===== config.mk =====
export PLATFORM = sky130hd
export DESIGN_NAME = ppu_top
export DESIGN_NICKNAME = d
export VERILOG_FILES = /design/src/design/ppu_timing_pkg.sv /design/src/design/ppu_regs_pkg.sv /design/src/design/ppu_ifs.sv /design/src/design/ppu_top.sv /design/src/design/pixel_shifter.sv /design/src/design/bg_fetcher.sv /design/src/design/oam_arbiter.sv /design/src/design/oam_dma.sv /design/src/design/lcd_timing.sv /design/src/design/ppu_regs.sv
export SDC_FILE = /design/constraint.sdc
export NUM_CORES = 2
export LEC_CHECK = 0
export BUFFER_PORTS_ARGS = -buffer_cell sky130_fd_sc_hd__buf_2
export CAP_MARGIN = 20
export CORE_AREA = 2 2 482 484
export DETAILED_ROUTE_END_ITERATION = 10
export DIE_AREA = 0 0 484 486
export HOLD_SLACK_MARGIN = 0.05
export PLACE_DENSITY_LB_ADDON = 0.2
export SLEW_MARGIN = 40
export SYNTH_ARGS = -nofsm -noshare
export SYNTH_HDL_FRONTEND = slang
export SYNTH_HIERARCHICAL = 1
export SYNTH_SLANG_ARGS = --single-unit

===== constraint.sdc =====
create_clock -name clk -period 5.29 [get_ports clk]
set_input_delay 1.058 -clock clk [delete_from_list [all_inputs] [get_ports clk]]
set_output_delay 1.058 -clock clk [all_outputs]
set_load 0.02 [all_outputs]

===== src/design/ppu_timing_pkg.sv =====
/*
  line, frame and fetch geometry of the DMG picture processor
  one clock is one dot, no clock enables anywhere
*/
`default_nettype none

package ppu_timing_pkg;

	typedef logic [8:0] dot_t;
	typedef logic [7:0] line_t;
	typedef logic [7:0] oam_addr_t;
	typedef logic [12:0] vram_addr_t;
	typedef logic [1:0] shade_t;

	// ----------------------------------------
	// frame geometry
	// ----------------------------------------
	localparam int unsigned DOTS_PER_LINE   = 456;
	localparam int unsigned LINES_PER_FRAME = 154;
	localparam int unsigned VISIBLE_LINES   = 144;

	// mode 2 length, mode 3 starts right after
	localparam int unsigned OAM_SCAN_DOTS = 80;

	// pixels output per visible line
	localparam int unsigned SCREEN_WIDTH = 160;

	// ----------------------------------------
	// OAM and DMA
	// ----------------------------------------
	localparam int unsigned OAM_BYTES = 160;

	// one OAM byte copied every four dots
	localparam int unsigned DMA_DOTS_PER_BYTE = 4;

	// encoding as read back in STAT bits 1:0
	typedef enum logic [1:0] {
		MODE_HBLANK = 2'd0,
		MODE_VBLANK = 2'd1,
		MODE_OAM    = 2'd2,
		MODE_DRAW   = 2'd3
	} ppu_mode_t;

endpackage

`default_nettype wire


===== src/design/ppu_regs_pkg.sv =====
/*
  CPU side register map of the DMG background PPU
  only the low address byte is decoded, FF40 to FF47
*/
`default_nettype none

package ppu_regs_pkg;

	typedef logic [7:0] byte_t;
	typedef logic [7:0] reg_addr_t;

	// register addresses, low byte of FFxx
	localparam reg_addr_t ADDR_LCDC = 8'h40;
	localparam reg_addr_t ADDR_STAT = 8'h41;
	localparam reg_addr_t ADDR_SCY  = 8'h42;
	localparam reg_addr_t ADDR_SCX  = 8'h43;
	localparam reg_addr_t ADDR_LY   = 8'h44;
	localparam reg_addr_t ADDR_LYC  = 8'h45;
	localparam reg_addr_t ADDR_DMA  = 8'h46;
	localparam reg_addr_t ADDR_BGP  = 8'h47;

	// shades 3,3,3,0 for indices 3..0
	localparam byte_t BGP_RESET = 8'hFC;

	// LCDC bits that survive in DMG background-only mode
	localparam int unsigned LCDC_ON            = 7;
	localparam int unsigned LCDC_TILE_DATA_SEL = 4;
	localparam int unsigned LCDC_BG_MAP_SEL    = 3;
	localparam int unsigned LCDC_BG_ENA        = 0;

	// STAT interrupt source enables
	localparam int unsigned STAT_INT_LYC = 6;
	localparam int unsigned STAT_INT_OAM = 5;
	localparam int unsigned STAT_INT_VBL = 4;
	localparam int unsigned STAT_INT_HBL = 3;

	// seen by the CPU on unmapped or locked reads
	localparam byte_t OPEN_BUS = 8'hFF;

endpackage

`default_nettype wire

===== src/design/ppu_ifs.sv =====
/*
  bundles used between the PPU blocks
  OAM ports are served in the cycle of the request
  the tile link carries exactly one credit per line
*/
`timescale 1ns/1ns
`default_nettype none

// one requester of the shared OAM store
interface oam_port_if;
	import ppu_regs_pkg::*;
	import ppu_timing_pkg::*;

	logic req;
	logic we;
	oam_addr_t addr;
	byte_t wdata;
	byte_t rdata;

	modport master (output req, we, addr, wdata, input rdata);
	modport slave (input req, we, addr, wdata, output rdata);
endinterface

// fetcher to shifter, one tile row per push
interface tile_credit_if;
	import ppu_regs_pkg::*;

	logic push;
	byte_t lo;
	byte_t hi;
	// pulsed by the shifter when its buffer frees up
	logic credit;

	modport source (output push, lo, hi, input credit);
	modport sink (input push, lo, hi, output credit);
endinterface

// register fields that steer timing, fetch and palette
interface ppu_cfg_if;
	import ppu_regs_pkg::*;

	logic lcd_on;
	logic bg_map_sel;
	logic tile_data_sel;
	logic bg_ena;
	byte_t scx;
	byte_t scy;
	byte_t bgp;

	modport source (output lcd_on, bg_map_sel, tile_data_sel, bg_ena, scx, scy, bgp);
	modport sink (input lcd_on, bg_map_sel, tile_data_sel, bg_ena, scx, scy, bgp);
endinterface

`default_nettype wire


===== src/design/ppu_top.sv =====
/*
  DMG background PPU, no sprites, no window, no CGB
  SCX bits 2:0 are ignored, scroll is in whole tiles
  vram_data and dma_data are expected one clock after the address
*/
`timescale 1ns/1ns
`default_nettype none

module ppu_top (
	input  logic clk,
	input  logic reset,
	// CPU access to registers and OAM
	input  logic cpu_sel_oam,
	input  logic cpu_sel_reg,
	input  ppu_regs_pkg::reg_addr_t cpu_addr,
	input  logic cpu_wr,
	input  ppu_regs_pkg::byte_t cpu_di,
	output ppu_regs_pkg::byte_t cpu_do,
	// LCD side
	output logic lcd_on,
	output logic lcd_clkena,
	output ppu_timing_pkg::shade_t lcd_data,
	output logic lcd_vsync,
	output logic irq,
	output logic vblank,
	output ppu_timing_pkg::ppu_mode_t mode,
	// VRAM, read only
	output logic vram_rd,
	output ppu_timing_pkg::vram_addr_t vram_addr,
	input  ppu_regs_pkg::byte_t vram_data,
	// OAM DMA source
	output logic dma_rd,
	output logic [15:0] dma_addr,
	input  ppu_regs_pkg::byte_t dma_data
);
	import ppu_regs_pkg::*;
	import ppu_timing_pkg::*;

	line_t ly;
	logic lyc_match_l;
	byte_t lyc;
	byte_t stat_en;
	logic dma_start;
	byte_t dma_page;
	logic oam_lock;
	logic draw;
	logic draw_done;

	ppu_cfg_if cfg ();
	oam_port_if dma_oam ();
	oam_port_if cpu_oam ();
	tile_credit_if tiles ();

	assign lcd_on = cfg.lcd_on;

	ppu_regs ppu_regs_i (
		.clk(clk), .reset(reset),
		.cpu_sel_reg(cpu_sel_reg), .cpu_addr(cpu_addr), .cpu_wr(cpu_wr),
		.cpu_di(cpu_di), .cpu_sel_oam(cpu_sel_oam), .cpu_do(cpu_do),
		.cfg(cfg), .oam(cpu_oam),
		.ly(ly), .lyc_match_l(lyc_match_l), .mode(mode),
		.lyc(lyc), .stat_en(stat_en),
		.dma_start(dma_start), .dma_page(dma_page)
	);

	lcd_timing lcd_timing_i (
		.clk(clk), .cfg(cfg), .draw_done(draw_done),
		.lyc(lyc), .stat_en(stat_en),
		.ly(ly), .mode(mode), .lyc_match_l(lyc_match_l), .oam_lock(oam_lock),
		.draw(draw), .irq(irq), .vblank(vblank), .lcd_vsync(lcd_vsync)
	);

	oam_dma oam_dma_i (
		.clk(clk), .reset(reset),
		.dma_start(dma_start), .dma_page(dma_page),
		.dma_rd(dma_rd), .dma_addr(dma_addr), .dma_data(dma_data),
		.oam(dma_oam)
	);

	oam_arbiter oam_arbiter_i (
		.clk(clk), .dma_oam(dma_oam), .cpu_oam(cpu_oam), .oam_lock(oam_lock)
	);

	bg_fetcher bg_fetcher_i (
		.clk(clk), .cfg(cfg), .draw(draw), .ly(ly),
		.vram_rd(vram_rd), .vram_addr(vram_addr), .vram_data(vram_data),
		.tiles(tiles)
	);

	pixel_shifter pixel_shifter_i (
		.clk(clk), .cfg(cfg), .draw(draw), .tiles(tiles),
		.draw_done(draw_done), .lcd_clkena(lcd_clkena), .lcd_data(lcd_data)
	);

endmodule

`default_nettype wire


===== src/design/pixel_shifter.sv =====
/*
  one tile buffer in front of two 8 bit shift registers
  one pixel per dot while bits remain, stalls when starved
  lcd_data is only meaningful while lcd_clkena is high
*/
`timescale 1ns/1ns
`default_nettype none

module pixel_shifter (
	input  logic clk,
	ppu_cfg_if.sink cfg,
	input  logic draw,
	tile_credit_if.sink tiles,
	output logic draw_done,
	output logic lcd_clkena,
	output ppu_timing_pkg::shade_t lcd_data
);
	import ppu_regs_pkg::*;
	import ppu_timing_pkg::*;

	byte_t buf_lo;
	byte_t buf_hi;
	logic buf_valid;
	byte_t sr_lo;
	byte_t sr_hi;
	logic [3:0] shift_cnt;
	logic [7:0] pix_cnt;
	logic load;
	logic [1:0] color_idx;

	// refill when empty or on the last pixel, keeps output gapless
	assign load = draw && buf_valid && (shift_cnt <= 4'd1);
	assign tiles.credit = load;

	always_ff @(posedge clk) begin
		if (!draw) begin
			buf_valid <= 1'b0;
			shift_cnt <= '0;
			pix_cnt <= '0;
		end else begin
			if (tiles.push) begin
				buf_lo <= tiles.lo;
				buf_hi <= tiles.hi;
				buf_valid <= 1'b1;
			end
			if (lcd_clkena)
				pix_cnt <= pix_cnt + 8'd1;
			if (load) begin
				sr_lo <= buf_lo;
				sr_hi <= buf_hi;
				shift_cnt <= 4'd8;
				buf_valid <= 1'b0;
			end else if (lcd_clkena) begin
				sr_lo <= sr_lo << 1;
				sr_hi <= sr_hi << 1;
				shift_cnt <= shift_cnt - 4'd1;
			end
		end
	end

	// ----------------------------------------
	// palette and LCD output
	// ----------------------------------------
	assign lcd_clkena = draw && (shift_cnt != 4'd0);
	// leftmost pixel is the MSB of both planes
	assign color_idx = cfg.bg_ena ? {sr_hi[7], sr_lo[7]} : 2'b00;
	assign lcd_data = cfg.bgp[{color_idx, 1'b0} +: 2];

	// ends mode 3 on the following dot
	assign draw_done = lcd_clkena && (pix_cnt == 8'(SCREEN_WIDTH - 1));

	assert property (@(posedge clk) lcd_clkena |-> (pix_cnt < 8'(SCREEN_WIDTH)));

endmodule

`default_nettype wire


===== src/design/bg_fetcher.sv =====
/*
  background tile fetch of the map, low and high byte in turn
  each VRAM read takes two dots with the data sampled on the second
  a finished tile waits in PH_PUSH until the credit is held
*/
`timescale 1ns/1ns
`default_nettype none

module bg_fetcher (
	input  logic clk,
	ppu_cfg_if.sink cfg,
	input  logic draw,
	input  ppu_timing_pkg::line_t ly,
	output logic vram_rd,
	output ppu_timing_pkg::vram_addr_t vram_addr,
	input  ppu_regs_pkg::byte_t vram_data,
	tile_credit_if.source tiles
);
	import ppu_regs_pkg::*;
	import ppu_timing_pkg::*;

	typedef enum logic [1:0] {PH_MAP, PH_LO, PH_HI, PH_PUSH} phase_t;

	phase_t phase;
	// second dot of the current read
	logic second;
	logic credit_q;
	logic [4:0] col;
	byte_t tile_num;
	byte_t lo_q;
	byte_t hi_q;
	line_t bg_line;
	logic [4:0] map_col;
	logic a12;

	assign bg_line = ly + cfg.scy;
	// SCX 2:0 are dropped so scroll is coarse only
	assign map_col = col + cfg.scx[7:3];
	// in 8800 mode tiles 0..127 sit at 9000
	assign a12 = !cfg.tile_data_sel && !tile_num[7];

	always_ff @(posedge clk) begin
		if (!draw) begin
			// the credit for the next line is granted while idle between lines
			phase <= PH_MAP;
			second <= 1'b0;
			col <= '0;
			credit_q <= 1'b1;
		end else begin
			if (tiles.credit)
				credit_q <= 1'b1;
			if (phase != PH_PUSH)
				second <= !second;
			case (phase)
				PH_MAP: if (second) begin
					tile_num <= vram_data;
					phase <= PH_LO;
				end
				PH_LO: if (second) begin
					lo_q <= vram_data;
					phase <= PH_HI;
				end
				PH_HI: if (second) begin
					hi_q <= vram_data;
					phase <= PH_PUSH;
				end
				default: if (credit_q) begin
					// push spends the credit
					credit_q <= 1'b0;
					col <= col + 5'd1;
					phase <= PH_MAP;
				end
			endcase
		end
	end

	always_comb begin
		case (phase)
			PH_MAP:  vram_addr = {2'b11, cfg.bg_map_sel, bg_line[7:3], map_col};
			PH_LO:   vram_addr = {a12, tile_num, bg_line[2:0], 1'b0};
			default: vram_addr = {a12, tile_num, bg_line[2:0], 1'b1};
		endcase
	end

	// no access while waiting for the shifter
	assign vram_rd = draw && (phase != PH_PUSH);

	assign tiles.push = draw && (phase == PH_PUSH) && credit_q;
	assign tiles.lo = lo_q;
	assign tiles.hi = hi_q;

	// the shifter never returns a credit that is already held
	assert property (@(posedge clk) tiles.credit |-> !credit_q);

endmodule

`default_nettype wire


===== src/design/oam_arbiter.sv =====
/*
  160 byte OAM shared by DMA and CPU
  DMA always wins, CPU is also shut out while OAM is locked
  CPU addresses FEA0 and up read open bus and ignore writes
*/
`timescale 1ns/1ns
`default_nettype none

module oam_arbiter (
	input  logic clk,
	oam_port_if.slave dma_oam,
	oam_port_if.slave cpu_oam,
	input  logic oam_lock
);
	import ppu_regs_pkg::*;
	import ppu_timing_pkg::*;

	byte_t ram [OAM_BYTES];
	logic cpu_hit;
	logic cpu_gnt;
	logic dma_wr;
	logic cpu_wr;

	assign cpu_hit = (cpu_oam.addr < OAM_BYTES);

	// grant is decided in the cycle of the request, nothing queues
	assign cpu_gnt = cpu_oam.req && !dma_oam.req && !oam_lock;
	assign dma_wr = dma_oam.req && dma_oam.we;
	assign cpu_wr = cpu_gnt && cpu_oam.we && cpu_hit;

	always_ff @(posedge clk) begin
		if (dma_wr)
			ram[dma_oam.addr] <= dma_oam.wdata;
		else if (cpu_wr)
			ram[cpu_oam.addr] <= cpu_oam.wdata;
	end

	// combinational read ports
	assign dma_oam.rdata = ram[dma_oam.addr];
	assign cpu_oam.rdata = (cpu_gnt && cpu_hit) ? ram[cpu_oam.addr] : OPEN_BUS;

	assert property (@(posedge clk) dma_wr |-> !cpu_wr);

endmodule

`default_nettype wire


===== src/design/oam_dma.sv =====
/*
  OAM DMA, 160 bytes from page XX00 in 640 dots
  a new start restarts the copy from byte 0
*/
`timescale 1ns/1ns
`default_nettype none

module oam_dma (
	input  logic clk,
	input  logic reset,
	input  logic dma_start,
	input  ppu_regs_pkg::byte_t dma_page,
	output logic dma_rd,
	output logic [15:0] dma_addr,
	input  ppu_regs_pkg::byte_t dma_data,
	oam_port_if.master oam
);
	import ppu_timing_pkg::*;

	logic active;
	// bits 9:2 are the byte index, 1:0 the slot inside it
	logic [9:0] cnt;
	logic wr_slot;

	always_ff @(posedge clk) begin
		if (reset) begin
			active <= 1'b0;
			cnt <= '0;
		end else if (dma_start) begin
			active <= 1'b1;
			cnt <= '0;
		end else if (active) begin
			if (cnt == 10'(OAM_BYTES * DMA_DOTS_PER_BYTE - 1))
				active <= 1'b0;
			else
				cnt <= cnt + 10'd1;
		end
	end

	// third slot of each byte, source data has settled by then
	assign wr_slot = active && (cnt[1:0] == 2'(DMA_DOTS_PER_BYTE - 2));

	assign dma_rd = active;
	assign dma_addr = {dma_page, cnt[9:2]};

	// holding req for the whole copy keeps the CPU out of OAM
	assign oam.req = active;
	assign oam.we = wr_slot;
	assign oam.addr = oam_addr_t'(cnt[9:2]);
	assign oam.wdata = dma_data;

endmodule

`default_nettype wire


===== src/design/lcd_timing.sv =====
/*
  dot and line counters, held at zero while the LCD is off
  mode 3 length is set by the shifter through draw_done
  the STAT interrupt is level sensitive, no edge detect
*/
`timescale 1ns/1ns
`default_nettype none

module lcd_timing (
	input  logic clk,
	ppu_cfg_if.sink cfg,
	input  logic draw_done,
	input  ppu_regs_pkg::byte_t lyc,
	input  ppu_regs_pkg::byte_t stat_en,
	output ppu_timing_pkg::line_t ly,
	output ppu_timing_pkg::ppu_mode_t mode,
	output logic lyc_match_l,
	output logic oam_lock,
	output logic draw,
	output logic irq,
	output logic vblank,
	output logic lcd_vsync
);
	import ppu_regs_pkg::*;
	import ppu_timing_pkg::*;

	dot_t h_cnt;
	line_t v_cnt;
	logic line_end;
	logic visible;

	assign line_end = (h_cnt == dot_t'(DOTS_PER_LINE - 1));
	assign visible = (v_cnt < line_t'(VISIBLE_LINES));

	always_ff @(posedge clk) begin
		if (!cfg.lcd_on) begin
			h_cnt <= '0;
			v_cnt <= '0;
			draw <= 1'b0;
		end else begin
			if (line_end) begin
				h_cnt <= '0;
				v_cnt <= (v_cnt == line_t'(LINES_PER_FRAME - 1)) ? '0 : v_cnt + 8'd1;
			end else begin
				h_cnt <= h_cnt + 9'd1;
			end
			// drawing opens on the dot after the OAM scan
			if (visible && h_cnt == dot_t'(OAM_SCAN_DOTS - 1))
				draw <= 1'b1;
			else if (draw_done || line_end)
				draw <= 1'b0;
		end
	end

	// compare result lags LY by one dot
	always_ff @(posedge clk) begin
		lyc_match_l <= (v_cnt == lyc);
	end

	always_comb begin
		if (!cfg.lcd_on)
			mode = MODE_HBLANK;
		else if (!visible)
			mode = MODE_VBLANK;
		else if (h_cnt < dot_t'(OAM_SCAN_DOTS))
			mode = MODE_OAM;
		else if (draw)
			mode = MODE_DRAW;
		else
			mode = MODE_HBLANK;
	end

	// CPU loses OAM while the scan or the draw would use it
	assign oam_lock = (mode == MODE_OAM) || (mode == MODE_DRAW);

	assign irq = (stat_en[STAT_INT_LYC] && lyc_match_l) ||
		(stat_en[STAT_INT_OAM] && mode == MODE_OAM) ||
		(stat_en[STAT_INT_VBL] && mode == MODE_VBLANK) ||
		(stat_en[STAT_INT_HBL] && mode == MODE_HBLANK && visible && cfg.lcd_on);

	assign ly = v_cnt;
	assign vblank = !visible;
	assign lcd_vsync = cfg.lcd_on && (v_cnt == '0);

	// the wrap at the last line must never be skipped
	assert property (@(posedge clk) line_end |=> (v_cnt < line_t'(LINES_PER_FRAME)));

endmodule

`default_nettype wire


===== src/design/ppu_regs.sv =====
/*
  register block at FF40..FF47, reads are combinational
  LY writes are ignored, STAT keeps only its enable bits
  DMA starts the cycle after the write to FF46
*/
`timescale 1ns/1ns
`default_nettype none

module ppu_regs (
	input  logic clk,
	input  logic reset,
	input  logic cpu_sel_reg,
	input  ppu_regs_pkg::reg_addr_t cpu_addr,
	input  logic cpu_wr,
	input  ppu_regs_pkg::byte_t cpu_di,
	input  logic cpu_sel_oam,
	output ppu_regs_pkg::byte_t cpu_do,
	ppu_cfg_if.source cfg,
	oam_port_if.master oam,
	input  ppu_timing_pkg::line_t ly,
	input  logic lyc_match_l,
	input  ppu_timing_pkg::ppu_mode_t mode,
	output ppu_regs_pkg::byte_t lyc,
	output ppu_regs_pkg::byte_t stat_en,
	output logic dma_start,
	output ppu_regs_pkg::byte_t dma_page
);
	import ppu_regs_pkg::*;

	byte_t lcdc;
	byte_t scy;
	byte_t scx;
	byte_t bgp;
	logic reg_wr;

	assign reg_wr = cpu_sel_reg && cpu_wr;

	// ----------------------------------------
	// write decode
	// ----------------------------------------
	always_ff @(posedge clk) begin
		if (reset) begin
			// LCD starts off so boot code can fill VRAM
			lcdc <= '0;
			stat_en <= '0;
			scy <= '0;
			scx <= '0;
			lyc <= '0;
			dma_page <= '0;
			bgp <= BGP_RESET;
			dma_start <= 1'b0;
		end else begin
			// one cycle pulse, page register is already updated then
			dma_start <= reg_wr && (cpu_addr == ADDR_DMA);
			if (reg_wr) begin
				case (cpu_addr)
					ADDR_LCDC: lcdc <= cpu_di;
					// mode and match bits are read only
					ADDR_STAT: stat_en <= cpu_di & 8'h78;
					ADDR_SCY:  scy <= cpu_di;
					ADDR_SCX:  scx <= cpu_di;
					ADDR_LYC:  lyc <= cpu_di;
					ADDR_DMA:  dma_page <= cpu_di;
					ADDR_BGP:  bgp <= cpu_di;
					default: ;
				endcase
			end
		end
	end

	// ----------------------------------------
	// read mux
	// ----------------------------------------
	always_comb begin
		if (cpu_sel_oam) begin
			// arbiter already returns open bus when locked
			cpu_do = oam.rdata;
		end else begin
			case (cpu_addr)
				ADDR_LCDC: cpu_do = lcdc;
				ADDR_STAT: cpu_do = {1'b1, stat_en[STAT_INT_LYC:STAT_INT_HBL], lyc_match_l, mode};
				ADDR_SCY:  cpu_do = scy;
				ADDR_SCX:  cpu_do = scx;
				ADDR_LY:   cpu_do = ly;
				ADDR_LYC:  cpu_do = lyc;
				ADDR_DMA:  cpu_do = dma_page;
				ADDR_BGP:  cpu_do = bgp;
				default:   cpu_do = OPEN_BUS;
			endcase
		end
	end

	// CPU side of the OAM arbiter
	assign oam.req = cpu_sel_oam;
	assign oam.we = cpu_wr;
	assign oam.addr = cpu_addr;
	assign oam.wdata = cpu_di;

	// fields the rest of the PPU looks at
	assign cfg.lcd_on = lcdc[LCDC_ON];
	assign cfg.bg_map_sel = lcdc[LCDC_BG_MAP_SEL];
	assign cfg.tile_data_sel = lcdc[LCDC_TILE_DATA_SEL];
	assign cfg.bg_ena = lcdc[LCDC_BG_ENA];
	assign cfg.scx = scx;
	assign cfg.scy = scy;
	assign cfg.bgp = bgp;

endmodule

`default_nettype wire


==> metrics.csv <==
stage,metric,value,unit
sta,maxSlewViolCount,0,
final_layout,instances_no_fill,6628,
sta,finalCritPeriodShare,100,%
final_layout,regMostFlops,oam_arbiter_i/ram,
drt,drc,0,
critical_path,path_common_cell,mux4_2,
job,maxCapViolations,0,
final_layout,final_util,30.5,%
clock_tree,cts_tree,done,
pwr,ir_drop,0.302,mV
critical_path,crit_path_start_kind,input port,
pwr,comb_power_share,5.6,%
place,dp_hpwl,112000,µm
critical_path,ff2ff_setup_slack,1020,ps
yosys,avgSynthCellArea,18.5,µm²
floorplanning,rows,176,
final_layout,largest_reg_flops,1280,
sta,finalSetupViolations,1,
sta,tightest_slew,886,ps
global_route,antenna_found_initial,6,
floorplanning,start_util,25.6,%
global_route,track_usage,14.2,%
worst_hold_path,min-delay-path-class,flop to flop,
floorplanning,die_w,484,µm
sta,hold_ws,414,ps
clock_tree,htree_levels,4,
global_route,grt_first_pass_wirelength,241000,µm
critical_path,cp_data_arrival_time,4260,ps
final_layout,diodes,0,
critical_path,slowest_stage,a22oi_1,
pwr,switching_share,21.8,%
critical_path,crit_path_cell_trace,"buf_8, buf_16, buf_12, mux4_2, mux4_2, a22oi_1, a211oi_1, nor2b_1, a21oi_1, buf_2",
drt,drt_iter0_drc,2463,
clock_tree,clk_latency,800,ps
clock_tree,cts.path.max_buffers,3,
worst_hold_path,hold_end,pixel_shifter_i/buf_hi[5],
drt,wl,169000,µm
outcome,status,"complete, but fails checks",
floorplanning,die_area,235000,µm²
sta,hold_viol,0,
clock_tree,path_clk_slew,60,ps
worst_hold_path,hp-start,bg_fetcher_i/tiles.hi[5],
clock_tree,clockRootBuffer,clkbuf_16,
final_layout,ff_latch_area,42200,µm²
final_layout,areaGrowthSynthToFinish,19.1,%
sta,skew,24.2,ps
pwr,clockPowerShare,43.9,%
critical_path,r2r_cells,9,
sta,slew_headroom,40.9,%
global_route,first_global_vias,31894,
drt,wl_per_cell,25.5,µm
final_layout,layout_commonest_cell,edfxtp_1,
floorplanning,die_h,486,µm
worst_hold_path,hold_path_depth,0,
global_route,grt_max_degree,161,
floorplanning,coreArea,229000,µm²
sta,rsz0062_at_grt,yes,
critical_path,critical_path.endpoint_type,output pin,
pwr,finalPower,0.0248,W
pwr,p_sw,0.00542,W
clock_tree,cts_num_sinks,1441,
final_layout,largestRegisters,"oam_arbiter_i/ram x1280, oam_dma_i/cnt x10, lcd_timing_i/h_cnt x9",
critical_path,rr_endpoint,oam_arbiter_i/ram[14][0],
place,io_buffers,84,
drt,vias,30935,
final_layout,final_layout_size_suffix_gt1_share,30.8,%
final_layout,num-nets-final,3543,
pwr,power_density,355,nW/µm²
critical_path,criticalPathCategory,input port to output pin,
yosys,netlist_area,58700,µm²
pwr,seq_power_share,50.5,%
final_layout,final_cell_mix,"edfxtp_1, mux4_2, buf_4",
final_layout,nFillCells,22429,
place,dp.cells,6340,
clock_tree,cts_buffers,158,
sta,fin_ws,-25.4,ps
drt,antenna_left,0,
critical_path,rr_startpoint,lcd_timing_i/h_cnt[4],
critical_path,cpPeakStageDelay,670,ps
sta,max_freq,0.188,GHz
drt,dr.pass1.iters,5,
final_layout,multiInputGateArea,15400,µm²
pwr,power.leakage,22.1,nW
outcome,violations,setup timing,
yosys,syn_inst,3170,
critical_path,cp.required,4230,ps
yosys,synth_warnings,6,
floorplanning,ioPinCount,85,
pwr,p_int,0.0194,W
drt,viasPerCell,4.67,
critical_path,critical_path_peak_fanout,38,
global_route,grt-ovfl-total,0,
sta,min_period,5320,ps
yosys,synth_nets,3236,
place,gp_congestion,0.833,
power groups by stage:
stage / Combinational (W) / Clock (W) / Sequential, W
4_1_cts: 0.00141 / 0.0112 / 0.0125
3_5_place_dp: 0.00140 / 0 / 0.0128
5_1_grt: 0.00149 / 0.0116 / 0.0125
3_3_place_gp: 0.00139 / 0 / 0.0128
2_1_floorplan: 0.000724 / 0 / 0.0128
6_report: 0.00140 / 0.0109 / 0.0125
layout make-up:
class	instances	share of cell area (%)
sequential	1441	60.4
multi-input combinational	1454	22.0
clock buffer	207	6.09
tap	3026	5.42
timing repair buffer	391	4.71
clock inverter	78	1.19
inverter	31	0.172
worst max-delay path by stage:
stage | startpoint | to | cells past startpoint
final | cpu_addr[1] | cpu_do[7] | 10
after global routing | cpu_addr[0] | cpu_do[4] | 13
after CTS | cpu_addr[0] | cpu_do[7] | 12
after detailed placement | cpu_addr[0] | cpu_do[3] | 12
after global placement | cpu_addr[0] | cpu_do[7] | 12
after floorplan | cpu_sel_oam | oam_arbiter_i/ram[0][0] | 8
worst max-delay path: cells and delay by family:
family / cells / cell delay (ps)
compound gates: 3 / 1090
simple gates: 1 / 180
mux: 2 / 920
buf+inv: 4 / 910
metrics by stage:
step	cell area, µm²	setup TNS, ps	worst slack [ps]
2_1_floorplan	58700	0	478
3_3_place_gp	64400	-2560	-657
3_5_place_dp	64500	-2010	-454
4_1_cts	69700	0	5.57
5_1_grt	69900	-9.93	-9.93
6_report	69900	-25.4	-25.4
timing repair:
| action | 4_1_cts | 5_1_grt |
|---|---|---|
| endpoints found under the hold margin | 0 | 0 |
| endpoints found under the setup margin | 8 | 6 |
| gates resized for setup | 21 | 11 |
| pin swaps | 0 | 1 |
| buffers inserted | 0 | 0 |
| hold buffers | 0 | 0 |
| gates cloned | 1 | 1 |
routing by layer:
metal	share of wire, %	vias up	wire length [µm]	GRT usage [%]
li1	-	13376	-	-
met1	45	16512	75800	19.3
met2	48	827	80400	23.1
met3	4.8	218	8070	2.40
met4	2.6	2	4420	4.21
met5	0.0065	-	11	0
Note: power is estimated with default switching activity, not from simulation.
